===== config.mk =====
export PLATFORM = sky130hd
export DESIGN_NAME = dagTop
export DESIGN_NICKNAME = d
export VERILOG_FILES = /design/src/rtl/dagPkg.sv /design/src/rtl/moduloAdder.sv /design/src/rtl/dagDecode.sv /design/src/rtl/dagResult.sv /design/src/rtl/dagTop.sv
export SDC_FILE = /design/constraint.sdc
export NUM_CORES = 1
export LEC_CHECK = 0
export ABC_AREA = 0
export BUFFER_PORTS_ARGS = -buffer_cell sky130_fd_sc_hd__buf_2
export CAP_MARGIN = 20
export CORE_MARGIN = 4
export CORE_UTILIZATION = 40
export CTS_BUF_LIST = sky130_fd_sc_hd__clkbuf_4
export DETAILED_ROUTE_END_ITERATION = 10
export MAX_ROUTING_LAYER = met4
export PLACE_DENSITY = 0.52
export SLEW_MARGIN = 20
export SYNTH_ARGS = -nofsm -noshare
export SYNTH_HDL_FRONTEND = slang
export SYNTH_HIERARCHICAL = 1
export SYNTH_SLANG_ARGS = --single-unit

===== constraint.sdc =====
create_clock -name DSPCLK -period 8.02 [get_ports DSPCLK]
set_input_delay 0.401 -clock DSPCLK [delete_from_list [all_inputs] [get_ports DSPCLK]]
set_output_delay 0.401 -clock DSPCLK [all_outputs]
set_load 0.01 [all_outputs]

===== src/rtl/dagPkg.sv =====
package dagPkg;

  // ~~~~~~~~~~~~~~~~~~~~~~~~~~~~~~
  // Basic types
  // ~~~~~~~~~~~~~~~~~~~~~~~~~~~~~~

  typedef logic [13:0] addrT;   // I, M, L and addresses. M is two's complement.
  typedef logic [1:0]  setIdT;  // Selects one register set.
  typedef logic [1:0]  chanT;   // Serial-port autobuffer channel.
  typedef logic [3:0]  wrapVecT; // One wrap bit per channel with chanT as the index.

  typedef enum logic [2:0] {
    OpWriteI,
    OpWriteM,
    OpWriteL,
    OpReadI,
    OpPostModify
  } dagOpT;

  localparam chanT ChanT0 = 2'd0;  // Transmit channel 0.
  localparam chanT ChanT1 = 2'd1;  // Transmit channel 1.
  localparam chanT ChanR0 = 2'd2;  // Receive channel 0.
  localparam chanT ChanR1 = 2'd3;  // Receive channel 1.

  // ~~~~~~~~~~~~~~~~~~~~~~~~~~~~~~
  // Pipeline payloads
  // ~~~~~~~~~~~~~~~~~~~~~~~~~~~~~~

  typedef struct packed {
    dagOpT op;
    setIdT setId;
    addrT  data;     // Value for the three write operations.
    logic  autoBuf;  // Post-modify issued on behalf of the autobuffer.
    chanT  chan;
  } dagCmdT;

  typedef struct packed {
    dagOpT op;
    setIdT setId;
    logic  autoBuf;
    chanT  chan;
    addrT  indexReg;
    addrT  modifyReg;
    addrT  lengthReg;
  } dagOperandT;

  typedef struct packed {
    dagOpT op;
    setIdT setId;
    logic  autoBuf;
    chanT  chan;
    addrT  oldIndex;
    addrT  newIndex;
    logic  wrapped;
  } dagExecT;

  typedef struct packed {
    addrT    address;
    wrapVecT wrapFlags;
  } dagRspT;

endpackage


===== src/rtl/moduloAdder.sv =====
`timescale 1ns/1ps

module moduloAdder (
  input  logic               DSPCLK,
  input  logic               rst,
  input  logic               advance,
  input  logic               opValid,
  input  dagPkg::dagOperandT operand,
  output logic               exValid,
  output dagPkg::dagExecT    exec,
  output logic               exBusy,
  output dagPkg::setIdT      exSet
);

  dagPkg::addrT idx;
  dagPkg::addrT mod;
  dagPkg::addrT len;

  assign idx = operand.indexReg;
  assign mod = operand.modifyReg;
  assign len = operand.lengthReg;

  // ~~~~~~~~~~~~~~~~~~~~~~~~~~~~~~
  // Buffer masks from L
  // ~~~~~~~~~~~~~~~~~~~~~~~~~~~~~~

  dagPkg::addrT leadMask;   // Ones from the leading one of L downward.
  dagPkg::addrT trailMask;  // Ones from the trailing one of L upward.
  dagPkg::addrT baseMask;   // Bits of I that form the buffer base.
  dagPkg::addrT offMask;    // Bits of I that form the offset in the buffer.
  logic         notPow2;
  logic         lenZero;

  always_comb
  begin
    leadMask = '0;
    for (int b = 13; b >= 0; b--)
    begin
      if (len[b])
      begin
        leadMask = dagPkg::addrT'((15'd1 << (b + 1)) - 15'd1);
        break;
      end
    end
  end

  assign trailMask = len | (~len + 14'd1);  // Two's complement keeps the trailing one.
  assign notPow2   = (len & (len - 14'd1)) != '0;
  assign lenZero   = (len == '0);

  // A power of two uses its own bit as the buffer size; anything else rounds
  // up to the next power above the leading one.
  assign baseMask = notPow2 ? ~leadMask : trailMask;
  assign offMask  = ~baseMask;

  // ~~~~~~~~~~~~~~~~~~~~~~~~~~~~~~
  // Sums and selection
  // ~~~~~~~~~~~~~~~~~~~~~~~~~~~~~~

  logic [14:0]  offExt;    // Zero-extended offset.
  logic [14:0]  modExt;    // Sign-extended M.
  logic [14:0]  lenTerm;   // +L or the ones' complement of L.
  logic [14:0]  sumM;      // Offset plus M.
  logic [14:0]  sumML;     // Offset plus M corrected by L.
  logic         modNeg;
  dagPkg::addrT newOffset;
  dagPkg::addrT newIndex;
  logic         wrapped;

  assign modNeg  = mod[13];
  assign offExt  = {1'b0, idx & offMask};
  assign modExt  = {mod[13], mod};
  assign lenTerm = modNeg ? {1'b0, len} : {1'b1, ~len};

  assign sumM  = offExt + modExt;
  // The carry-in completes the subtraction of L when M is not negative.
  assign sumML = offExt + modExt + lenTerm + {14'd0, ~modNeg};

  // Going down, a negative sum means the pointer left the bottom. Going up,
  // a non-negative corrected sum means it reached the top.
  always_comb
  begin
    if (modNeg)
    begin
      newOffset = sumM[14] ? sumML[13:0] : sumM[13:0];
    end
    else
    begin
      newOffset = sumML[14] ? sumM[13:0] : sumML[13:0];
    end
  end

  assign newIndex = (idx & baseMask) | newOffset;  // With L zero the base is empty.
  assign wrapped  = !lenZero && (modNeg ? sumM[14] : !sumML[14]);

  // ~~~~~~~~~~~~~~~~~~~~~~~~~~~~~~
  // Execute register
  // ~~~~~~~~~~~~~~~~~~~~~~~~~~~~~~

  always_ff @(posedge DSPCLK)
  begin
    if (rst)
    begin
      exValid <= 1'b0;
    end
    else if (advance)
    begin
      exValid <= opValid;
    end
  end

  always_ff @(posedge DSPCLK)
  begin
    if (advance)
    begin
      exec.op       <= operand.op;
      exec.setId    <= operand.setId;
      exec.autoBuf  <= operand.autoBuf;
      exec.chan     <= operand.chan;
      exec.oldIndex <= idx;
      exec.newIndex <= newIndex;
      exec.wrapped  <= wrapped;
    end
  end

  assign exBusy = exValid && (exec.op == dagPkg::OpPostModify);  // Pending write-back.
  assign exSet  = exec.setId;

endmodule


===== src/rtl/dagDecode.sv =====
`timescale 1ns/1ps

module dagDecode #(
  parameter int NumSets = 4
) (
  input  logic               DSPCLK,
  input  logic               rst,
  input  logic               cmdValid,
  input  dagPkg::dagCmdT     cmd,
  output logic               cmdReady,
  input  logic               advance,
  input  logic               wbValid,
  input  dagPkg::setIdT      wbSet,
  input  dagPkg::addrT       wbIndex,
  input  logic               exBusy,
  input  dagPkg::setIdT      exSet,
  output logic               opValid,
  output dagPkg::dagOperandT operand
);

  // ~~~~~~~~~~~~~~~~~~~~~~~~~~~~~~
  // Register bank
  // ~~~~~~~~~~~~~~~~~~~~~~~~~~~~~~

  dagPkg::addrT indexRegs  [NumSets];
  dagPkg::addrT modifyRegs [NumSets];
  dagPkg::addrT lengthRegs [NumSets];

  logic         accept;
  logic         opBusy;
  logic         hazard;
  dagPkg::addrT readIndex;

  // A post-modify sitting in the operand register will write I back later.
  assign opBusy = opValid && (operand.op == dagPkg::OpPostModify);

  // Any command on a set with an unfinished post-modify must wait, since
  // it would see the stale I or have its own write overwritten.
  assign hazard = (opBusy && (operand.setId == cmd.setId)) ||
                  (exBusy && (exSet == cmd.setId));

  assign cmdReady = advance && !hazard;  // Whole pipe stalls on back-pressure.
  assign accept   = cmdValid && cmdReady;

  // The result stage writes back in the same cycle, so forward its value.
  assign readIndex = (wbValid && (wbSet == cmd.setId)) ? wbIndex
                                                      : indexRegs[cmd.setId];

  always_ff @(posedge DSPCLK)
  begin
    if (rst)
    begin
      for (int i = 0; i < NumSets; i++)
      begin
        indexRegs[i]  <= '0;
        modifyRegs[i] <= '0;
        lengthRegs[i] <= '0;
      end
    end
    else
    begin
      if (wbValid)
      begin
        indexRegs[wbSet] <= wbIndex;  // New I from an earlier post-modify.
      end
      if (accept)
      begin
        // The younger command comes last, so its write wins a collision.
        case (cmd.op)
          dagPkg::OpWriteI: indexRegs[cmd.setId]  <= cmd.data;
          dagPkg::OpWriteM: modifyRegs[cmd.setId] <= cmd.data;
          dagPkg::OpWriteL: lengthRegs[cmd.setId] <= cmd.data;
          default: ;
        endcase
      end
    end
  end

  // ~~~~~~~~~~~~~~~~~~~~~~~~~~~~~~
  // Operand register
  // ~~~~~~~~~~~~~~~~~~~~~~~~~~~~~~

  always_ff @(posedge DSPCLK)
  begin
    if (rst)
    begin
      opValid <= 1'b0;
    end
    else if (advance)
    begin
      opValid <= accept;  // A bubble enters when nothing is accepted.
    end
  end

  always_ff @(posedge DSPCLK)
  begin
    if (advance)
    begin
      operand.op        <= cmd.op;
      operand.setId     <= cmd.setId;
      operand.autoBuf   <= cmd.autoBuf;
      operand.chan      <= cmd.chan;
      operand.modifyReg <= modifyRegs[cmd.setId];
      operand.lengthReg <= lengthRegs[cmd.setId];
      // For a write the response returns the written data, which rides
      // down the pipe in the index slot.
      if ((cmd.op == dagPkg::OpWriteI) || (cmd.op == dagPkg::OpWriteM) ||
          (cmd.op == dagPkg::OpWriteL))
      begin
        operand.indexReg <= cmd.data;
      end
      else
      begin
        operand.indexReg <= readIndex;
      end
    end
  end

endmodule


===== src/rtl/dagResult.sv =====
`timescale 1ns/1ps

module dagResult (
  input  logic            DSPCLK,
  input  logic            rst,
  input  logic            exValid,
  input  dagPkg::dagExecT exec,
  input  logic            rspReady,
  output logic            rspValid,
  output dagPkg::dagRspT  rsp,
  output logic            advance,
  output logic            wbValid,
  output dagPkg::setIdT   wbSet,
  output dagPkg::addrT    wbIndex
);

  logic             isPostModify;
  logic             pmHeld;  // The held response belongs to a post-modify.
  dagPkg::wrapVecT  wrapFlags;

  assign isPostModify = (exec.op == dagPkg::OpPostModify);

  // Only an autobuffer post-modify that crossed the buffer end raises a flag.
  always_comb
  begin
    wrapFlags = '0;
    if (isPostModify && exec.autoBuf && exec.wrapped)
    begin
      wrapFlags[exec.chan] = 1'b1;
    end
  end

  // The whole pipe moves unless a response is stuck at the output.
  assign advance = !(rspValid && !rspReady);

  always_ff @(posedge DSPCLK)
  begin
    if (rst)
    begin
      rspValid <= 1'b0;
      rsp      <= '0;
      pmHeld   <= 1'b0;
    end
    else if (advance)
    begin
      rspValid      <= exValid;
      rsp.address   <= exec.oldIndex;
      rsp.wrapFlags <= exValid ? wrapFlags : '0;
      pmHeld        <= exValid && isPostModify;
    end
  end

  always_ff @(posedge DSPCLK)
  begin
    if (advance)
    begin
      wbSet   <= exec.setId;
      wbIndex <= exec.newIndex;
    end
  end

  // I is updated in the bank exactly when the response is taken.
  assign wbValid = rspValid && rspReady && pmHeld;

endmodule


===== src/rtl/dagTop.sv =====
`timescale 1ns/1ps

module dagTop #(
  parameter int NumSets = 4
) (
  input  logic           DSPCLK,
  input  logic           rst,
  input  logic           cmdValid,
  input  dagPkg::dagCmdT cmd,
  output logic           cmdReady,
  output logic           rspValid,
  output dagPkg::dagRspT rsp,
  input  logic           rspReady
);

  // ~~~~~~~~~~~~~~~~~~~~~~~~~~~~~~
  // Stage links
  // ~~~~~~~~~~~~~~~~~~~~~~~~~~~~~~

  logic               advance;
  logic               opValid;
  dagPkg::dagOperandT operand;
  logic               exValid;
  dagPkg::dagExecT    exec;
  logic               exBusy;
  dagPkg::setIdT      exSet;
  logic               wbValid;
  dagPkg::setIdT      wbSet;
  dagPkg::addrT       wbIndex;

  dagDecode #(
    .NumSets (NumSets)
  ) decode (
    .DSPCLK   (DSPCLK),
    .rst      (rst),
    .cmdValid (cmdValid),
    .cmd      (cmd),
    .cmdReady (cmdReady),
    .advance  (advance),
    .wbValid  (wbValid),
    .wbSet    (wbSet),
    .wbIndex  (wbIndex),
    .exBusy   (exBusy),
    .exSet    (exSet),
    .opValid  (opValid),
    .operand  (operand)
  );

  moduloAdder execute (
    .DSPCLK  (DSPCLK),
    .rst     (rst),
    .advance (advance),
    .opValid (opValid),
    .operand (operand),
    .exValid (exValid),
    .exec    (exec),
    .exBusy  (exBusy),
    .exSet   (exSet)
  );

  dagResult result (
    .DSPCLK   (DSPCLK),
    .rst      (rst),
    .exValid  (exValid),
    .exec     (exec),
    .rspReady (rspReady),
    .rspValid (rspValid),
    .rsp      (rsp),
    .advance  (advance),
    .wbValid  (wbValid),
    .wbSet    (wbSet),
    .wbIndex  (wbIndex)
  );

endmodule


## Word-level counts from Yosys, hierarchy flattened

Memories as Yosys holds them, arrays and structs flattened. A register that Yosys moved wholly into a read port is not among the register bits.
Cells that the tools add are included.

- Flip-flop bits (word level): 97
- Memory bits (writable): 168
- Input bits: 26
- Output and inout bits: 20
- Word-level logic and storage cells: 261
- Memories: 3

- Add/sub/neg operators: 5
- Magnitude comparators: 2
- Equal/unequal tests: 7
- Muxes and demuxes: 184
- Bitwise gates (word level): 9
- Reduce and logical (&&, ||, !) cells: 31

Memory list:

| name | depth | width | read ports | clocked after memory_dff | wr ports | RTL line | text |
|---|---|---|---|---|---|---|---|
| decode.indexRegs | 4 | 14 | 1 | 0 | 4 | dagDecode.sv:25 | `dagPkg::addrT indexRegs [NumSets];` |
| decode.lengthRegs | 4 | 14 | 1 | 1 | 4 | dagDecode.sv:27 | `dagPkg::addrT lengthRegs [NumSets];` |
| decode.modifyRegs | 4 | 14 | 1 | 1 | 4 | dagDecode.sv:26 | `dagPkg::addrT modifyRegs [NumSets];` |

Operators with widths:

| cell | count |
|---|---|
| $mux 14 | 62 |
| $mux 1 | 114 |
| $reduce_or 14->1 | 4 |
| $and 14x14->14 | 3 |
| $not 14->14 | 3 |
| $or 14x14->14 | 2 |
| $add 14x15->15 | 1 |
| $add 15x1->15 | 1 |
| $add 15x15->15 | 1 |
| $mux 15 | 1 |
| $add 14x1->14 const B | 1 |
| $logic_and 1x1->1 | 14 |
| $logic_not 14->1 | 1 |
| $reduce_bool 14->1 | 1 |
| $sub 14x1->14 const B | 1 |
| $mux 2 | 4 |
| $mux 4 | 2 |
| $logic_not 1->1 | 7 |
| $eq 2x2->1 | 3 |
| $eq 3x3->1 const B | 2 |
| $eq 3x1->1 const B | 1 |
| $eq 3x2->1 const B | 1 |
| $logic_not 3->1 | 1 |
| $logic_or 1x1->1 | 3 |
| other kinds (4) | 4 |

## Depth between registers and ports, before layout

- Word-level depth: 102
- Depth in mapped cells: 25
- Depth with buffers taken out: 22

## Cells and area by module

Netlist, hierarchy kept.

Modules (own cells, without submodules):

| module | instances | cells an instance | area each (um^2) | seq. area each (um^2) |
|---|---|---|---|---|
| dagDecode | 1 | 693 | 10,033.4 | 6,566.3 |
| moduloAdder | 1 | 369 | 3,467.1 | 1,131.1 |
| dagResult | 1 | 104 | 1,236.2 | 880.8 |

## Worst setup path before layout

No wires, ideal clock.

- Path type: register to register
- From: register, netlist name decode/operand[1]
- To: register, netlist name execute/exec[10]
- Library setup time: 261 ps
- Arrival: 5,751 ps
- Setup slack: 2,008 ps
- Cell stages (with the launch flop): 24
- Buffers on the path: 2
- Clock period less this slack: 6,012 ps
- Cells stage by stage: edfxtp_1 > or4_1 > nor2_2 > nand2b_2 > a211oi_4 > and3_1 > buf_6 > a21boi_0 > ha_1 > fa_1 > a21o_1 > a2111oi_4 > a211oi_1 > o41a_1 > or3_1 > and2_1 > ha_1 > inv_1 > o21bai_1 > a211oi_1 > o211a_1 > clkbuf_1 > nor3_1 > a221o_1

- Cells in the longest elaborated chain, start to end: 36
- Elaborated cells between the ends (all ways): 47
- Those cells by class: add/sub (5); mux (33); bitwise (8); reduce/logical (1)

Ends and longest elaborated chain:

| element | RTL line | text |
|---|---|---|
| $mux 1 | moduloAdder.sv:39 | `if (len[b])` |
| $mux 1 (12 in a row) | moduloAdder.sv:37 | `for (int b = 13; b >= 0; b--)` |
| $mux 14 (13 in a row) | moduloAdder.sv:37 |  |
| $not 14->14 | moduloAdder.sv:53 | `assign baseMask = notPow2 ? ~leadMask : trailMask;` |
| $mux 14 | moduloAdder.sv:53 |  |
| $not 14->14 | moduloAdder.sv:54 | `assign offMask = ~baseMask;` |
| $and 14x14->14 | moduloAdder.sv:71 | `assign offExt = {1'b0, idx & offMask};` |
| $add 14x15->15 | moduloAdder.sv:75, moduloAdder.sv:77 |  |
| $add 15x15->15 | moduloAdder.sv:77 | `assign sumML = offExt + modExt + lenTerm + {14'd0, ~modNeg};` |
| $add 15x1->15 | moduloAdder.sv:77 |  |
| $mux 14, on equally long branches | moduloAdder.sv:89, moduloAdder.sv:85 |  |
| $mux 14 | moduloAdder.sv:83 | `if (modNeg)` |
| $or 14x14->14 (*) | moduloAdder.sv:93 | `assign newIndex = (idx & baseMask) \| newOffset;` |
| net execute.newIndex[9] | moduloAdder.sv:67 | `dagPkg::addrT newIndex;` |

Mark *: on every way through the listed nets, which the timed path passes. The rest lies on a longest branch. The select of a mux whose other input is x is not followed.
A chain may end at the register's enable or synchronous reset.

## Worst setup path in the final report

- From: register, netlist name decode/operand[0]
- To: register, netlist name execute/exec[4]

- Cells in the longest elaborated chain, start to end: 24
- Elaborated cells between the ends (all ways): 33
- Those cells by class: add/sub (5); mux (19); bitwise (8); reduce/logical (1)

Ends and longest elaborated chain:

| element | RTL line |
|---|---|
| $mux 14 | moduloAdder.sv:39 |
| $mux 14 (13 in a row) | moduloAdder.sv:37 |
| $not 14->14 | moduloAdder.sv:53 |
| $mux 14 | moduloAdder.sv:53 |
| $not 14->14 | moduloAdder.sv:54 |
| $and 14x14->14 | moduloAdder.sv:71 |
| $add 14x15->15 | moduloAdder.sv:75, moduloAdder.sv:77 |
| $add 15x15->15 | moduloAdder.sv:77 |
| $add 15x1->15 | moduloAdder.sv:77 |
| $mux 14, on equally long branches | moduloAdder.sv:89, moduloAdder.sv:85 |
| $mux 14 | moduloAdder.sv:83 |
| $or 14x14->14 (*) | moduloAdder.sv:93 |
| net execute.newIndex[3] | moduloAdder.sv:67 |

Mark *: on every way through the listed nets, which the timed path passes. The rest lies on a longest branch.

==> impl_metrics.env <==
export IMPL_status="finished, final reports clean"
export IMPL_root_buffer="clkbuf_4"
export IMPL_antenna_found_initial=2
export IMPL_final_max_slew_viol_count=0
export IMPL_clkTransAtPathRegs_ns=0.06
export IMPL_grt_pass1_vias=9907
export IMPL_final_common_cell="edfxtp_1"
export IMPL_area_growth_pct=11.40
export IMPL_path_max_fanout=12
export IMPL_drv_cap=0
export IMPL_gp_congestion=0.8876
export IMPL_overflow=0
export IMPL_layout_common_cells="edfxtp_1 (271), nand2_1 (151), nor2_1 (139)"
export IMPL_clock_sinks=293
export IMPL_clockBufferDepth=3
export IMPL_power_leakage_nw=6.449
export IMPL_via_per_inst=5.578
export IMPL_dr_pass1_iters=5
export IMPL_die_area_um2=39980
export IMPL_avgSynthCellArea_um2=12.64
export IMPL_drc=0
export IMPL_period_share=0.8618
export IMPL_switching_share=0.3091
export IMPL_cts_tree="yes"
export IMPL_power_density_nw_per_um2=263.5
export IMPL_clk_latency_ns=0.76
export IMPL_cts_made_buffers=81
export IMPL_grt_max_degree=67
export IMPL_grt_pass1_wl_mm=61.65
export IMPL_timing_rr_start="decode/operand[0]"
export IMPL_grt_util_all_layers=0.2163
export IMPL_drt_iter0_markers=923
export IMPL_clock_skew_ns=0.05475
export IMPL_layoutNonFillerInstCount=1782
export IMPL_setup_viol=0
export IMPL_htreeDepth=3
export IMPL_required_ns=8.53
export IMPL_cts_setup_buffers=0
export IMPL_core_um2=36430
export IMPL_p_clk_frac=0.309
export IMPL_initial_core_util=0.4045
export IMPL_ys_seq_elements=293
export IMPL_power_switching_mw=1.337
export IMPL_vias=9940
export IMPL_fin_crit_ns=6.911
export IMPL_maxSlewHeadroom=0.3531
export IMPL_synth_nets=1221
export IMPL_die_w_um=199.9
export IMPL_portBuffers=45
export IMPL_crit_path_start="decode/operand[0]"
export IMPL_reg2reg_to="execute/exec[4]"
export IMPL_cp_arrival_ns=7.42
export IMPL_hpwl_mm=27.36
export IMPL_layout_drive_gt1_share=0.2096
export IMPL_synth_area_um2=14740
export IMPL_rsz0062_at_grt="false"
export IMPL_hold_ws_ns=0.1366
export IMPL_p_int_mw=2.989
export IMPL_tns_ns=0
export IMPL_design_area_um2=16420
export IMPL_wl_per_cell_um=23.31
export IMPL_worst_slew_pin_slew_ns=0.9703
export IMPL_r2r_slack_ns=1.11
export IMPL_synth_edf_count=271
export IMPL_syn_inst=1166
export IMPL_end_kind="register"
export IMPL_synth_cell_types=78
export IMPL_synthArstFlopShare=0
export IMPL_hold_viol=0
export IMPL_cts_resized=0
export IMPL_fp_dieH_um=199.9
export IMPL_cp_start_kind="register"
export IMPL_postCtsHoldBufs=8
export IMPL_ir_drop_mv=0.1227
export IMPL_clock_fmax_ghz=0.1447
export IMPL_ys_warn_count=6
export IMPL_synth_ff_type="edfxtp_1"
export IMPL_worstSetupPathType="reg2reg"
export IMPL_io_pins=46
export IMPL_detailed_place_area_um2=15290
export IMPL_rows=70
export IMPL_postRouteAntennaNets=0
export IMPL_p_comb_frac=0.214
export IMPL_yosysSeqAreaShare=0.5821
export IMPL_hold_path_class="in2reg"
export IMPL_nFillCells=3462
export IMPL_setup_worst_path_end="execute/exec[4]"
export IMPL_fin_nets=1307
export IMPL_routed_wl_mm=41.55
export IMPL_place_inst=1628
export IMPL_r2r_cells=21
export IMPL_pwr_share_seq=0.477
[power groups by stage]
| stage | clock [mW] | sequential, mW | combinational [mW] |
|---|---|---|---|
| global placement | 0 | 2.10 | 0.915 |
| global route | 1.47 | 2.08 | 1.02 |
| finish | 1.34 | 2.06 | 0.925 |
| CTS | 1.39 | 2.07 | 0.920 |
| floorplan | 0 | 1.99 | 0.691 |
| detailed placement | 0 | 2.09 | 0.910 |
[synth_stat cells (6+ instances only)]
cell type | instances | area (um2)
ha_1 | 27 | 337.8
a31o_2 | 6 | 52.55
a31oi_1 | 19 | 118.9
nand2b_1 | 22 | 137.6
and4_1 | 6 | 52.55
nor2b_1 | 7 | 43.79
nor3_2 | 6 | 60.06
a21oi_1 | 30 | 150.1
buf_6 | 8 | 90.09
nor2_1 | 139 | 521.8
buf_2 | 21 | 105.1
a211oi_1 | 6 | 45.04
buf_4 | 8 | 60.06
mux4_2 | 42 | 945.9
xor2_1 | 9 | 78.83
nand2_1 | 151 | 566.8
a21o_1 | 11 | 82.58
nand3_1 | 7 | 35.03
and2_1 | 9 | 56.30
xnor2_1 | 28 | 245.2
mux2i_1 | 65 | 650.6
and3_1 | 12 | 75.07
nor3_1 | 44 | 220.2
inv_1 | 39 | 146.4
clkbuf_1 | 24 | 90.09
nand3b_1 | 6 | 45.04
o21a_1 | 9 | 67.56
o21ai_0 | 15 | 75.07
edfxtp_1 | 271 | 8138
dfxtp_1 | 22 | 440.4
[per-stage QoR]
stage | worst slack (ns) | utilization | power [mW]
3_5_place_dp | 1.209 | 0.4196 | 3.004
5_1_grt | 0.6377 | 0.4506 | 4.573
4_1_cts | 1.178 | 0.4497 | 4.377
6_report | 1.109 | 0.4506 | 4.326
2_1_floorplan | 2.008 | - | 2.682
3_3_place_gp | 1.288 | 0.4196 | 3.013
[worst min path at each step]
stage | slack, ns | cells past startpoint | from | to
after floorplan | 0.40 | 0 | decode/operand[42] | execute/exec[29]
after global placement | 0.40 | 0 | decode/operand[44] | execute/exec[31]
after detailed placement | 0.40 | 0 | decode/operand[44] | execute/exec[31]
after CTS | 0.04 | 3 | rst | result/pmHeld
after global routing | 0.06 | 3 | rst | result/pmHeld
final | 0.14 | 3 | rst | decode/opValid
[flip-flops by register name (all words and copies together), names as in the netlist]
register / cells
decode/lengthRegs: 56
result/pmHeld: 1
result/wbIndex: 14
decode/indexRegs: 56
execute/exValid: 1
result/wbSet: 2
execute/exec: 35
decode/opValid: 1
decode/modifyRegs: 56
decode/operand: 50
result/rsp: 18
result/rspValid: 1
execute/exSet: 2
[kinds of logic (layout without fill, tap and decap cells)]
| group | Yosys count | in the layout | share of synthesized area |
|---|---|---|---|
| other | 0 | 2 | 0 |
| buffers and inverters | 103 | 249 | 0.03413 |
| AOI/OAI and AO/OA | 143 | 143 | 0.07115 |
| muxes | 107 | 107 | 0.1083 |
| DFF | 293 | 293 | 0.5821 |
| xor gates and xnor gates | 37 | 37 | 0.02199 |
| and+or+nand+nor | 451 | 451 | 0.1544 |
| adders and majority gates | 32 | 32 | 0.02785 |
[cell type report]
cell class / instances / area (um2) / share of cell area
clock inverter: 17 / 68.82 / 0.004192
timing repair buffer: 66 / 425.4 / 0.02591
sequential: 293 / 8578 / 0.5225
antenna: 2 / 5.005 / 0.0003049
multi-input combinational: 770 / 5655 / 0.3445
inverter: 40 / 152.6 / 0.009298
tap: 468 / 585.6 / 0.03567
clock buffer: 126 / 945.9 / 0.05762
[worst max-delay path, cell delays in order (launching register included)]
cell,delay (ns)
edfxtp_1,0.57
nor4_4,0.43
nand3_1,0.14
maj3_2,0.34
o31ai_4,0.30
and3_1,0.32
a21boi_0,0.14
ha_1,0.26
fa_1,0.44
a21o_1,0.22
a2111oi_4,0.38
a211oi_1,0.17
o41a_1,0.40
or3_1,0.33
and2_1,0.17
ha_1,0.28
inv_1,0.11
o21bai_1,0.10
a211oi_1,0.47
a211o_1,0.31
nand2_1,0.34
a221o_1,0.44
[layer usage]
| layer | vias to the layer above | share of wire | GRT usage |
|---|---|---|---|
| met3 | 82 | 0.067 | 0.04465 |
| met5 | - | 0 | - |
| met2 | 367 | 0.46 | 0.3205 |
| li1 | 4548 | - | - |
| met1 | 4943 | 0.44 | 0.2947 |
| met4 | 0 | 0.034 | 0.08403 |
No activity file was read; power rests on OpenSTA's default activity.
